<file path="src/cache_macros.svh">
`ifndef CACHE_MACROS_SVH
`define CACHE_MACROS_SVH

// geometry of one cache, sized for simulation
`define CACHE_LINES 16
`define LINE_BYTES  16

// shared backing store
`define MEM_LINES   256
`define MEM_LATENCY 3   // cycles from accept to done

// caches sharing the one memory
`define NUM_PORTS   2

`endif

</file>
<file path="src/cache_pkg.sv">
`default_nettype none
`include "cache_macros.svh"

package cache_pkg;

    typedef logic [31:0] word_t;
    typedef logic [31:0] addr_t;
    typedef logic [8*`LINE_BYTES-1:0] line_t;

    typedef logic [$clog2(`CACHE_LINES)-1:0] index_t;
    typedef logic [$clog2(`LINE_BYTES)-1:0] offset_t;
    typedef logic [$bits(addr_t)-$bits(index_t)-$bits(offset_t)-1:0] tag_t;
    typedef logic [$bits(addr_t)-$bits(offset_t)-1:0] line_addr_t;  // address without offset

    typedef enum logic [2:0] {
        IDLE,
        LOOKUP,
        WRITEBACK,
        REFILL,
        FLUSH_SCAN,
        FLUSH_WB,
        DONE
    } ctrl_state_t;

    // one line transfer between a cache and the backing store
    typedef struct packed {
        logic       valid;
        logic       write;
        line_addr_t line_addr;
        line_t      wdata;
    } mem_req_t;

    typedef struct packed {
        logic  done;   // single cycle
        line_t rdata;
    } mem_rsp_t;

endpackage

`default_nettype wire

</file>
<file path="src/cache_datapath.sv">
`timescale 1ns/1ps
`default_nettype none
`include "cache_macros.svh"

module cache_datapath (
    input  logic                  clk,
    input  logic                  reset,
    input  cache_pkg::addr_t      addr,
    input  logic                  wr_en,
    input  cache_pkg::word_t      wdata,
    input  logic                  refill_en,
    input  cache_pkg::line_t      refill_data,
    input  logic                  flush_en,
    input  logic                  flush_step,
    output logic                  hit,
    output logic                  dirty,
    output cache_pkg::word_t      rdata,
    output cache_pkg::line_addr_t victim_addr,
    output cache_pkg::line_t      victim_data,
    output logic                  flush_last
);
    import cache_pkg::*;

    line_t                   data_mem [`CACHE_LINES];
    tag_t                    tag_mem  [`CACHE_LINES];
    logic [`CACHE_LINES-1:0] valid_q;
    logic [`CACHE_LINES-1:0] dirty_q;

    tag_t    addr_tag;
    index_t  addr_index;
    offset_t offset;
    index_t  index;
    index_t  flush_cnt;

    assign {addr_tag, addr_index, offset} = addr;

    // flush counter takes over the index while a flush runs
    assign index = flush_en ? flush_cnt : addr_index;

    assign hit         = valid_q[index] && (tag_mem[index] == addr_tag);
    assign dirty       = valid_q[index] && dirty_q[index];
    assign rdata       = data_mem[index][offset[3:2]*$bits(word_t) +: $bits(word_t)];
    assign victim_addr = {tag_mem[index], index};   // line currently held at this index
    assign victim_data = data_mem[index];
    assign flush_last  = (flush_cnt == index_t'(`CACHE_LINES - 1));

    // line data and tags
    always_ff @(posedge clk) begin
        if (refill_en) begin
            data_mem[index] <= refill_data;
            tag_mem[index]  <= addr_tag;
        end else if (wr_en) begin
            data_mem[index][offset[3:2]*$bits(word_t) +: $bits(word_t)] <= wdata;
        end
    end

    // valid / dirty bits and the flush walk
    always_ff @(posedge clk or negedge reset) begin
        if (!reset) begin
            valid_q   <= '0;
            dirty_q   <= '0;
            flush_cnt <= '0;
        end else begin
            if (refill_en) begin
                valid_q[index] <= 1'b1;
                dirty_q[index] <= 1'b0;   // fresh copy of memory
            end else if (wr_en) begin
                dirty_q[index] <= 1'b1;
            end

            if (flush_step) begin
                valid_q[index] <= 1'b0;
                dirty_q[index] <= 1'b0;
                flush_cnt      <= flush_cnt + index_t'(1);   // wraps back to line 0
            end
        end
    end

endmodule

`default_nettype wire

</file>
<file path="config.mk">
export PLATFORM = sky130hd
export DESIGN_NAME = cache_datapath
export DESIGN_NICKNAME = d
export VERILOG_FILES = /design/src/cache_pkg.sv /design/src/cache_datapath.sv
export VERILOG_INCLUDE_DIRS = /design/src
export SDC_FILE = /design/constraint.sdc
export NUM_CORES = 2
export LEC_CHECK = 0
export BUFFER_PORTS_ARGS = -buffer_cell sky130_fd_sc_hd__buf_4
export CAP_MARGIN = 0
export CORE_MARGIN = 5
export CORE_UTILIZATION = 33
export DETAILED_ROUTE_END_ITERATION = 8
export PLACE_DENSITY_LB_ADDON = 0.08
export SLEW_MARGIN = 20
export SYNTH_ARGS = -nofsm -noshare
export SYNTH_HDL_FRONTEND = slang
export SYNTH_SLANG_ARGS = --single-unit
</file>
<file path="constraint.sdc">
create_clock -name clk -period 4.3 [get_ports clk]
set_input_delay 0.215 -clock clk [delete_from_list [all_inputs] [get_ports clk]]
set_output_delay 0.215 -clock clk [all_outputs]
set_load 0.01 [all_outputs]
</file>
==> impl_metrics.ini <==
[routing]
vias_per_cell = 5.44
wl_per_cell_um = 31.9
firstDrtPassIters = 6
ant_nets = 0
drt_iter0_markers = 6794
wl_um = 395000
remaining_drc_errors = 0
dr_total_vias = 67300

[clocking]
clk_path_buf_depth = 4
numCtsBuffers = 286
htreeDepth = 5
cts_root_buf = clkbuf_16
cts_sinks = 2468
clkTransAtPathRegs_ps = 60
clkLatencyLatePin_ps = 900
cts_tree = built

[power_and_ir_drop]
swShare_pct = 35.1
power_frac_comb_pct = 33.7
seqPwrFrac_pct = 36.3
p_sw_mw = 27.7
intPower_mw = 51.2
powerDensity_nw_per_um2 = 641
irDropWorstVdd_v = 0.000348
pwr-share-clk_pct = 30.0
leakagePower_nw = 42.9

[place]
gp_congestion = 0.796
port_buffers = 386
placedCellCount = 11600
hpwlAfterDp_um = 220000
place_area_um2 = 110000
dp_slack_ps = 120

[logic_synthesis]
synthFlopType = edfxtp_1
ys_seq_area_share_pct = 74.2
ys_ff_latch = 2468
synth_fa_ha_area_share_pct = 0.0754
syn_nets = 7636
synth_cell_types = 54
synth_top_cell_area_share_pct = 73.3
synth.area.top_cells = edfxtp_1 (73%), nand2_1 (8.3%), nand3_1 (5.4%)
synth_compound_area_share_pct = 4.99
async_reset_ff_share_pct = 1.46
synth_top_area_cell = edfxtp_1
synth_edf_count = 2432
synthesis.area_um2 = 99600
synth_area_per_cell_um2 = 13.4
yosys-mux-area-fraction_pct = 2.76
synth_top_family_by_area = simple AND/OR/NAND/NOR gates
yosysWarnings = 0
synth_xor_area_share_pct = 0.281
synthSimpleGateAreaFrac_pct = 15.4
postSynthCellCount = 7432

[sta]
slew_headroom_pct = 24.9
finalClockSkew_ps = 33.7
drv_slew = 0
period_share_pct = 99.0
timing.final.ws_setup_ps = 41.1
hold_viol = 0
tightest_slew_ps = 1120
setup_violations = 0
fmax_ghz = 0.235
fin_crit_ps = 4260
rsz0062_at_grt = yes

[worst_setup_path]
critPathMaxFanout = 24
path_cells = mux2i_4 -> buf_4 -> buf_4 -> clkinv_8 -> buf_16 -> buf_16 -> nand2_1 -> and3_1 -> a311oi_1 -> a311oi_1 -> a31oi_1 -> buf_4 -> mux4_2 -> buf_4
end_kind = output pin
critPathLaunchType = flop
worstPathRequired_ps = 4090
cp_slowest_stage_delay_ps = 520
crit_buf_inv = 7
crit_arrival_ps = 4040
setup.worst_path.class = flop to output pin
crit_slowest_cell = mux4_2
crit_family = buffers and inverters
cpMostUsedCell = buf_4

[floorplanning]
placementRows = 201
core_um2 = 300000
dieArea_um2 = 313000
die_x_um = 559
fp.dieH_um = 559
ioPinCount = 389
initial_utilization_pct = 33.2

[global_routing]
antenna_found_initial = 35
grtUsageTotal_pct = 23.9
grt_start_max_net_pins = 142
grt_first_pass_wirelength_um = 531000
grt_remaining_overflow = 0
grt_pass1_vias = 64000

[layout]
n_fill_cell = 28000
fin_cells = 12400
multi_input_area_um2 = 24800
seq_area_um2 = 73900
final_nets = 8341
syn_to_final_growth_pct = 23.6
fin_area_um2 = 123000
final_layout_size_suffix_gt1_share_pct = 18.9

[worst_hold_path]
worstHoldPathType = input pin to flop

[flow_run]
maxCapViolations = 0

[status]
status = completed
## final cells by class
| cell class | instances | area share (%) |
|---|---|---|
| well taps | 3958 | 4.02 |
| flip-flops and latches | 2468 | 60.1 |
| diodes | 50 | 0.102 |
| clock buffers | 380 | 6.37 |
| repair inverters | 3 | 0.0295 |
| inverters | 10 | 0.0824 |
| clock inverters | 127 | 0.891 |
| multi-input cells | 4431 | 20.1 |
| repair buffers | 937 | 8.31 |
## registers in the layout, summed over array words and instances, names as in the netlist
| name | flops |
|---|---|
| data_mem | 2048 |
| dirty_q | 16 |
| flush_cnt | 4 |
| tag_mem | 384 |
| valid_q | 16 |
## power by group through the flow
stage / clock network [mW] / registers [mW] / logic [mW]
6_report: 23.7 / 28.7 / 26.6
5_1_grt: 25.1 / 28.8 / 27.8
4_1_cts: 24.1 / 28.7 / 25.3
3_5_place_dp: 0 / 29.1 / 23.6
3_3_place_gp: 0 / 29.1 / 23.6
2_1_floorplan: 0 / 29.1 / 10.8
## layout by cell type, fill, tap and decap left out, drive strengths merged, types with 17 or more instances in the layout
cell / instances
a21oi: 50
mux4: 84
edfxtp: 2432
dlygate4sd3: 46
a22o: 128
diode: 50
mux2i: 82
a31oi: 138
dfrtp: 36
nor2: 121
buf: 851
bufbuf: 17
nand3: 1067
nand2: 2210
a311oi: 257
and3: 152
clkbuf: 403
clkinv: 100
bufinv: 17
xnor2: 19
## cell usage after synthesis (all sizes together), types with 13 or more instances
| library cell | instances |
|---|---|
| a21oi | 50 |
| a22o | 128 |
| a2bb2oi | 16 |
| a311oi | 257 |
| a31oi | 138 |
| and3 | 152 |
| buf | 219 |
| clkbuf | 304 |
| dfrtp | 36 |
| edfxtp | 2432 |
| mux2i | 82 |
| mux4 | 84 |
| nand2 | 2210 |
| nand3 | 1067 |
| nor2 | 121 |
| xnor2 | 19 |
| xor2 | 13 |
## stage by stage
stage / hold slack, ps / util, % / TNS (ps) / total power [mW]
after floorplan: -80.6 / - / 0 / 39.9
after global placement: 209 / 36.7 / 0 / 52.7
after detailed placement: 214 / 36.7 / 0 / 52.8
after CTS: 0.230 / 40.4 / -191 / 78.1
after global routing: 41.2 / 40.9 / -386 / 81.7
final: 43.2 / 41.0 / 0 / 78.9
## path summary, 6_finish.rpt
kind | startpoint | endpoint | slack, ps | cells after the start
max in group asynchronous | reset | dirty_q[7] | 3680 | 4
worst min register to register | dirty_q[10] | dirty_q[10] | 530 | 2
worst min-delay path | refill_data[83] | data_mem[12][83] | 40 | 2
worst max register to register | flush_cnt[0] | data_mem[9][45] | 620 | 10
min in group asynchronous | reset | flush_cnt[3] | 370 | 4
worst max-delay path | flush_cnt[1] | rdata[10] | 40 | 14
## logic make-up (layout without fill, tap and decap cells)
family                     count (synthesis)  in the layout
and+or+nand+nor                         3592           3592
DFF                                     2468           2468
AOI/OAI and AO/OA                        634            634
buffers and inverters                    533           1457
muxes                                    167            167
xor gates and xnor gates                  32             32
adders and majority gates                  6              6
other                                      0             50
## what timing repair did
action                                  CTS  global route
setup buffers                            32            55
pin swaps                                27            25
hold endpoints to repair                653             0
endpoints found under the setup margin   60            34
hold buffers                             47             0
resized for setup                       132           107
cloned                                   22            24
## layer usage
metal | track usage [%] | share of wire [%] | vias to the layer above | routed length, µm
met5 | 0 | 0.0053 | - | 21
met4 | 9.03 | 4.0 | 4 | 15700
met2 | 38.8 | 48 | 2425 | 188000
li1 | - | - | 29200 | -
met3 | 3.28 | 6.0 | 475 | 23600
met1 | 32.8 | 43 | 35100 | 168000
No activity file was read; power rests on OpenSTA's default activity.
