--- src/cache_macros.svh ---
`ifndef CACHE_MACROS_SVH
`define CACHE_MACROS_SVH

// geometry of one cache, sized for simulation
`define CACHE_LINES 16
`define LINE_BYTES  16

// shared backing store
`define MEM_LINES   256
`define MEM_LATENCY 3   // cycles from accept to done

// caches sharing the one memory
`define NUM_PORTS   2

`endif

--- src/cache_pkg.sv ---
`default_nettype none
`include "cache_macros.svh"

package cache_pkg;

    typedef logic [31:0] word_t;
    typedef logic [31:0] addr_t;
    typedef logic [8*`LINE_BYTES-1:0] line_t;

    typedef logic [$clog2(`CACHE_LINES)-1:0] index_t;
    typedef logic [$clog2(`LINE_BYTES)-1:0] offset_t;
    typedef logic [$bits(addr_t)-$bits(index_t)-$bits(offset_t)-1:0] tag_t;
    typedef logic [$bits(addr_t)-$bits(offset_t)-1:0] line_addr_t;  // address without offset

    typedef enum logic [2:0] {
        IDLE,
        LOOKUP,
        WRITEBACK,
        REFILL,
        FLUSH_SCAN,
        FLUSH_WB,
        DONE
    } ctrl_state_t;

    // one line transfer between a cache and the backing store
    typedef struct packed {
        logic       valid;
        logic       write;
        line_addr_t line_addr;
        line_t      wdata;
    } mem_req_t;

    typedef struct packed {
        logic  done;   // single cycle
        line_t rdata;
    } mem_rsp_t;

endpackage

`default_nettype wire

--- src/cache_ctrl.sv ---
`timescale 1ns/1ps
`default_nettype none
`include "cache_macros.svh"

module cache_ctrl (
    input  logic                  clk,
    input  logic                  reset,
    // apb slave
    input  logic                  psel,
    input  logic                  penable,
    input  logic                  pwrite,
    input  cache_pkg::addr_t      paddr,
    input  cache_pkg::word_t      pwdata,
    output cache_pkg::word_t      prdata,
    output logic                  pready,
    output logic                  pslverr,
    input  logic                  flush,
    output logic                  flush_done,
    // datapath
    output cache_pkg::addr_t      addr,
    output logic                  wr_en,
    output cache_pkg::word_t      wdata,
    output logic                  refill_en,
    output cache_pkg::line_t      refill_data,
    output logic                  flush_en,
    output logic                  flush_step,
    input  logic                  hit,
    input  logic                  dirty,
    input  cache_pkg::word_t      rdata,
    input  cache_pkg::line_addr_t victim_addr,
    input  cache_pkg::line_t      victim_data,
    input  logic                  flush_last,
    // shared memory
    output cache_pkg::mem_req_t   mem_req,
    input  logic                  mem_done,
    input  cache_pkg::line_t      mem_rdata
);
    import cache_pkg::*;

    localparam addr_t mem_bytes = addr_t'(`MEM_LINES * `LINE_BYTES);

    ctrl_state_t state;
    ctrl_state_t next_state;
    logic        flushing;   // DONE belongs to a flush, not to apb
    logic        addr_err;

    assign addr_err = (paddr[1:0] != 2'b00) || (paddr >= mem_bytes);

    always_ff @(posedge clk or negedge reset) begin
        if (!reset) begin
            state    <= IDLE;
            flushing <= 1'b0;
        end else begin
            state <= next_state;
            if (state == IDLE)
                flushing <= (next_state == FLUSH_SCAN);
        end
    end

    always_comb begin
        next_state = state;
        case (state)
            IDLE: begin
                if (psel)
                    next_state = LOOKUP;   // apb wins over a pending flush
                else if (flush)
                    next_state = FLUSH_SCAN;
            end
            LOOKUP: begin
                if (addr_err || hit)
                    next_state = DONE;
                else if (dirty)
                    next_state = WRITEBACK;
                else
                    next_state = REFILL;
            end
            WRITEBACK:  if (mem_done) next_state = REFILL;
            REFILL:     if (mem_done) next_state = LOOKUP;   // replay, now a hit
            FLUSH_SCAN: begin
                if (dirty)
                    next_state = FLUSH_WB;
                else if (flush_last)
                    next_state = DONE;
            end
            FLUSH_WB:   if (mem_done) next_state = flush_last ? DONE : FLUSH_SCAN;
            DONE:       next_state = IDLE;
            default:    next_state = IDLE;
        endcase
    end

    assign addr        = paddr;
    assign wdata       = pwdata;
    assign prdata      = rdata;
    assign refill_data = mem_rdata;   // broadcast line, loaded only on our own done
    assign wr_en       = (state == LOOKUP) && pwrite && hit && !addr_err;
    assign refill_en   = (state == REFILL) && mem_done;
    assign flush_en    = (state == FLUSH_SCAN) || (state == FLUSH_WB);
    assign flush_step  = ((state == FLUSH_SCAN) && !dirty) || ((state == FLUSH_WB) && mem_done);
    assign pready      = (state == DONE) && !flushing;
    assign pslverr     = pready && addr_err;
    assign flush_done  = (state == DONE) && flushing;

    always_comb begin
        mem_req = '0;
        case (state)
            WRITEBACK, FLUSH_WB: begin
                mem_req.valid     = 1'b1;
                mem_req.write     = 1'b1;
                mem_req.line_addr = victim_addr;
                mem_req.wdata     = victim_data;
            end
            REFILL: begin
                mem_req.valid     = 1'b1;
                mem_req.line_addr = paddr[31 -: $bits(line_addr_t)];
            end
            default: ;
        endcase
    end

    // request must not move while it waits for the arbiter and memory
    req_hold_a: assert property (@(posedge clk) disable iff (!reset)
        mem_req.valid && !mem_done |=> $stable(mem_req))
        else $error("cache_ctrl: memory request changed before done");

    pready_phase_a: assert property (@(posedge clk) disable iff (!reset)
        $rose(pready) |-> psel && penable)
        else $error("cache_ctrl: pready raised outside an access phase");

endmodule

`default_nettype wire

--- config.mk ---
export PLATFORM = sky130hd
export DESIGN_NAME = cache_ctrl
export DESIGN_NICKNAME = d
export VERILOG_FILES = /design/src/cache_pkg.sv /design/src/cache_ctrl.sv
export VERILOG_INCLUDE_DIRS = /design/src
export SDC_FILE = /design/constraint.sdc
export NUM_CORES = 1
export LEC_CHECK = 0
export BUFFER_PORTS_ARGS = -buffer_cell sky130_fd_sc_hd__buf_2
export CAP_MARGIN = 25
export CORE_AREA = 8 8 298 300
export CTS_CLUSTER_SIZE = 10
export DETAILED_ROUTE_END_ITERATION = 10
export DIE_AREA = 0 0 306 308
export HOLD_SLACK_MARGIN = 0.12
export PLACE_DENSITY = 0.3
export RECOVER_POWER = 25
export SLEW_MARGIN = 25
export SYNTH_ARGS = -nofsm -noshare
export SYNTH_HDL_FRONTEND = slang
export SYNTH_SLANG_ARGS = --single-unit
--- constraint.sdc ---
create_clock -name clk -period 1.8 [get_ports clk]
set_input_delay 0.18 -clock clk [delete_from_list [all_inputs] [get_ports clk]]
set_output_delay 0.18 -clock clk [all_outputs]
set_load 0.005 [all_outputs]
==> impl_metrics.py <==
metrics = {
    "yosys": {
        "synth_seq_cells": 4,
        "avgSynthCellArea_um2": 7.210,
        "yosysMostFrequentCell": "buf_4",
        "async_flop_share_pct": 100.0,
        "syn-instance-count": 451,
        "ys.flop_type": "dfrtp_1",
        "synth_area_leaders": "buf_4 (53%), and2_1 (25%), a22o_1 (7.3%)",
        "synth_edf_count": 0,
        "synth_top_cell_area_share_pct": 52.87,
        "synth_common_cells": "buf_4 (229), and2_1 (131), a22o_1 (27), buf_2 (14)",
        "synth_fp_nets": 841,
        "synth-warning-count": 0,
        "ys_seq_area_share_pct": 3.078,
        "yosys.area.top_type": "buf_4",
        "synth_cell_type_count": 32,
        "syn-cell-area_mm2": 0.003252,
    },
    "timing": {
        "holdWs_ns": 0.2431,
        "min_period_over_period_pct": 104.3,
        "setup_violations": 95,
        "hold_viol_final": 0,
        "rsz0062_at_grt": "yes",
        "worst_slack_ns": -0.07766,
        "worst_slew_pin_slew_ns": 0.2666,
        "fmax_mhz": 532.6,
        "maxSlewViolCount": 0,
        "min_period_ns": 1.878,
        "maxSlewHeadroom_pct": 82.06,
        "clock_skew_ns": 0.003029,
    },
    "placed_design": {
        "place_inst": 1704,
        "placed_area_mm2": 0.004976,
        "dp_hpwl_mm": 19.10,
        "io_buffers": 389,
        "gp_congestion": 0.9002,
    },
    "clock_network": {
        "cts_max_level": 1,
        "clk_pin_slew_worst_paths_ns": 0.03,
        "clock_latency_ns": 0.23,
        "cts_made_buffers": 3,
        "cts_tree": "yes",
        "cts-root-buf": "clkbuf_16",
        "clk_path_buf_depth": 2,
        "clock-sinks": 4,
    },
    "critical_path": {
        "crit_family": "buffers and inverters",
        "r2r_slack_ns": 0.58,
        "endpoint_kind": "output pin",
        "start_kind": "register",
        "cp.arrival_ns": 1.70,
        "critPathMaxStageDelay_ns": 0.39,
        "crit_fanout": 7,
        "critPathKind": "reg2out",
        "cpMaxStageDelayCell": "dfrtp_1",
        "path_cells": "inv_2 -> nand2_2 -> inv_2 -> nand2_2 -> o21ai_4 -> buf_12 -> buf_16 -> clkbuf_16 -> and2_4 -> buf_6",
        "crit_buf_inv": 6,
        "critical_path_required_ns": 1.62,
    },
    "finish": {
        "drive_above_1_share_pct": 82.39,
        "seqCellArea_um2": 100.1,
        "fillCellCount": 9807,
        "fin_area_mm2": 0.006142,
        "areaGrowthSynthToFinish_pct": 88.88,
        "final_nets": 1028,
        "layout.cells.non_filler": 1727,
        "multi_input_area_mm2": 0.001574,
    },
    "floorplan": {
        "die_area_mm2": 0.09425,
        "initial_utilization_pct": 3.862,
        "rows": 107,
        "coreArea_mm2": 0.08421,
        "ios": 779,
        "die_h_um": 308,
        "die_w_um": 306,
    },
    "global_route": {
        "grt_pass1_vias": 4223,
        "antenna_found_initial": 3,
        "grt_max_degree": 48,
        "grt_usage_pct": 4.121,
        "grt_pass1_wl_mm": 28.48,
        "grt.overflow.total": 0,
    },
    "outcome": {
        "violations": "setup timing",
        "outcome": "finished with violations",
    },
    "detailed_routing": {
        "wl_mm": 23.50,
        "wl_per_cell_um": 13.61,
        "via_per_inst": 2.213,
        "drc": 0,
        "ant_nets": 0,
        "drt-pass1-iter-count": 4,
        "vias": 3821,
        "drt-initial-drc-count": 111,
    },
    "flow_run": {
        "max_cap_violations": 0,
    },
    "hold_path": {
        "hold_class": "in2reg",
    },
    "pwr": {
        "ir_drop_mv": 0.4071,
        "cellLeakagePower_nw": 2.911,
        "p_per_area_mw_per_mm2": 1188,
    },
}
[power by group]
| part | internal (W) | switching [W] | total, W |
|---|---|---|---|
| sequential | 0.000137 | 0.0000403 | 0.000177 |
| combinational | 0.00404 | 0.00273 | 0.00677 |
| clock | 0.000284 | 0.0000678 | 0.000352 |
| total | 0.00446 | 0.00284 | 0.00730 |
[worst paths after layout]
check,start,end,cells after the start
max,state[1]$_DFF_PN0_,mem_req[64],10
min in group asynchronous,reset,flushing$_DFFE_PN0P_,2
max in group asynchronous,reset,state[1]$_DFF_PN0_,2
min reg2reg,flushing$_DFFE_PN0P_,flushing$_DFFE_PN0P_,1
min,flush_last,state[1]$_DFF_PN0_,3
max reg2reg,state[1]$_DFF_PN0_,flushing$_DFFE_PN0P_,3
[stage by stage]
step                setup WS (ns)  power [W]  utilization (%)  setup TNS, ns
global route              -0.1518   0.007782            7.291         -14.47
finish                   -0.07766   0.007298            7.294         -3.395
global placement         -0.02088   0.004644            5.909       -0.02088
floorplan                  0.3110   0.002597                -              0
CTS                       -0.1238   0.006223            6.628         -5.636
detailed placement       0.002558   0.004491            5.909              0
[tightest hold or removal path, delay by kind of cell]
family	cells	cell delay [ns]
buffers and inverters	2	0.15
AOI/OAI and AO/OA	1	0.08
[cells in the final DEF (no fill, tap or decap), drive strengths merged, types with 2 or more instances in the layout]
master,instances
a22o,28
nor2,4
buf,425
nor3b,3
inv,4
nor2b,2
clkbuf,6
o21ai,3
dfrtp,4
nor3,3
nor4,5
and2,131
o22ai,2
nand2,3
[state kept, by name (all words and copies together), names as in the netlist]
register,flops
state,3
flushing,1
[layout make-up]
cell class / count / area share, %
Antenna cell: 1 / 0.04074
Clock buffer: 3 / 1.222
Inverter: 4 / 0.2444
Multi-Input combinational cell: 196 / 25.63
Sequential cell: 4 / 1.630
Tap cell: 1090 / 22.20
Timing Repair Buffer: 429 / 49.03
[timing repair]
action,in CTS,in global routing
gates cloned,4,4
endpoints found under the setup margin,105,157
pin swaps,18,61
endpoints found under the hold margin,4,0
hold buffers,1,0
setup buffers,8,2
gates resized for setup,78,109
[metal layers]
metal / vias up / routed length (um) / track usage [%]
met5: - / 236 / 1.808
met4: 6 / 1070 / 1.636
met3: 54 / 4824 / 3.949
met2: 587 / 11280 / 7.477
met1: 1591 / 6089 / 2.694
li1: 1583 / - / -
[logic make-up after synthesis]
kind of cell           count (synthesis)  synth area share, %
AND/OR/NAND/NOR                      157                30.32
multiplexers                           2               0.6541
flip-flops                             4                3.078
buffers and inverters                251                56.41
AO/OA/AOI/OAI                         37                9.542
Power figures use the tool's default switching activity.
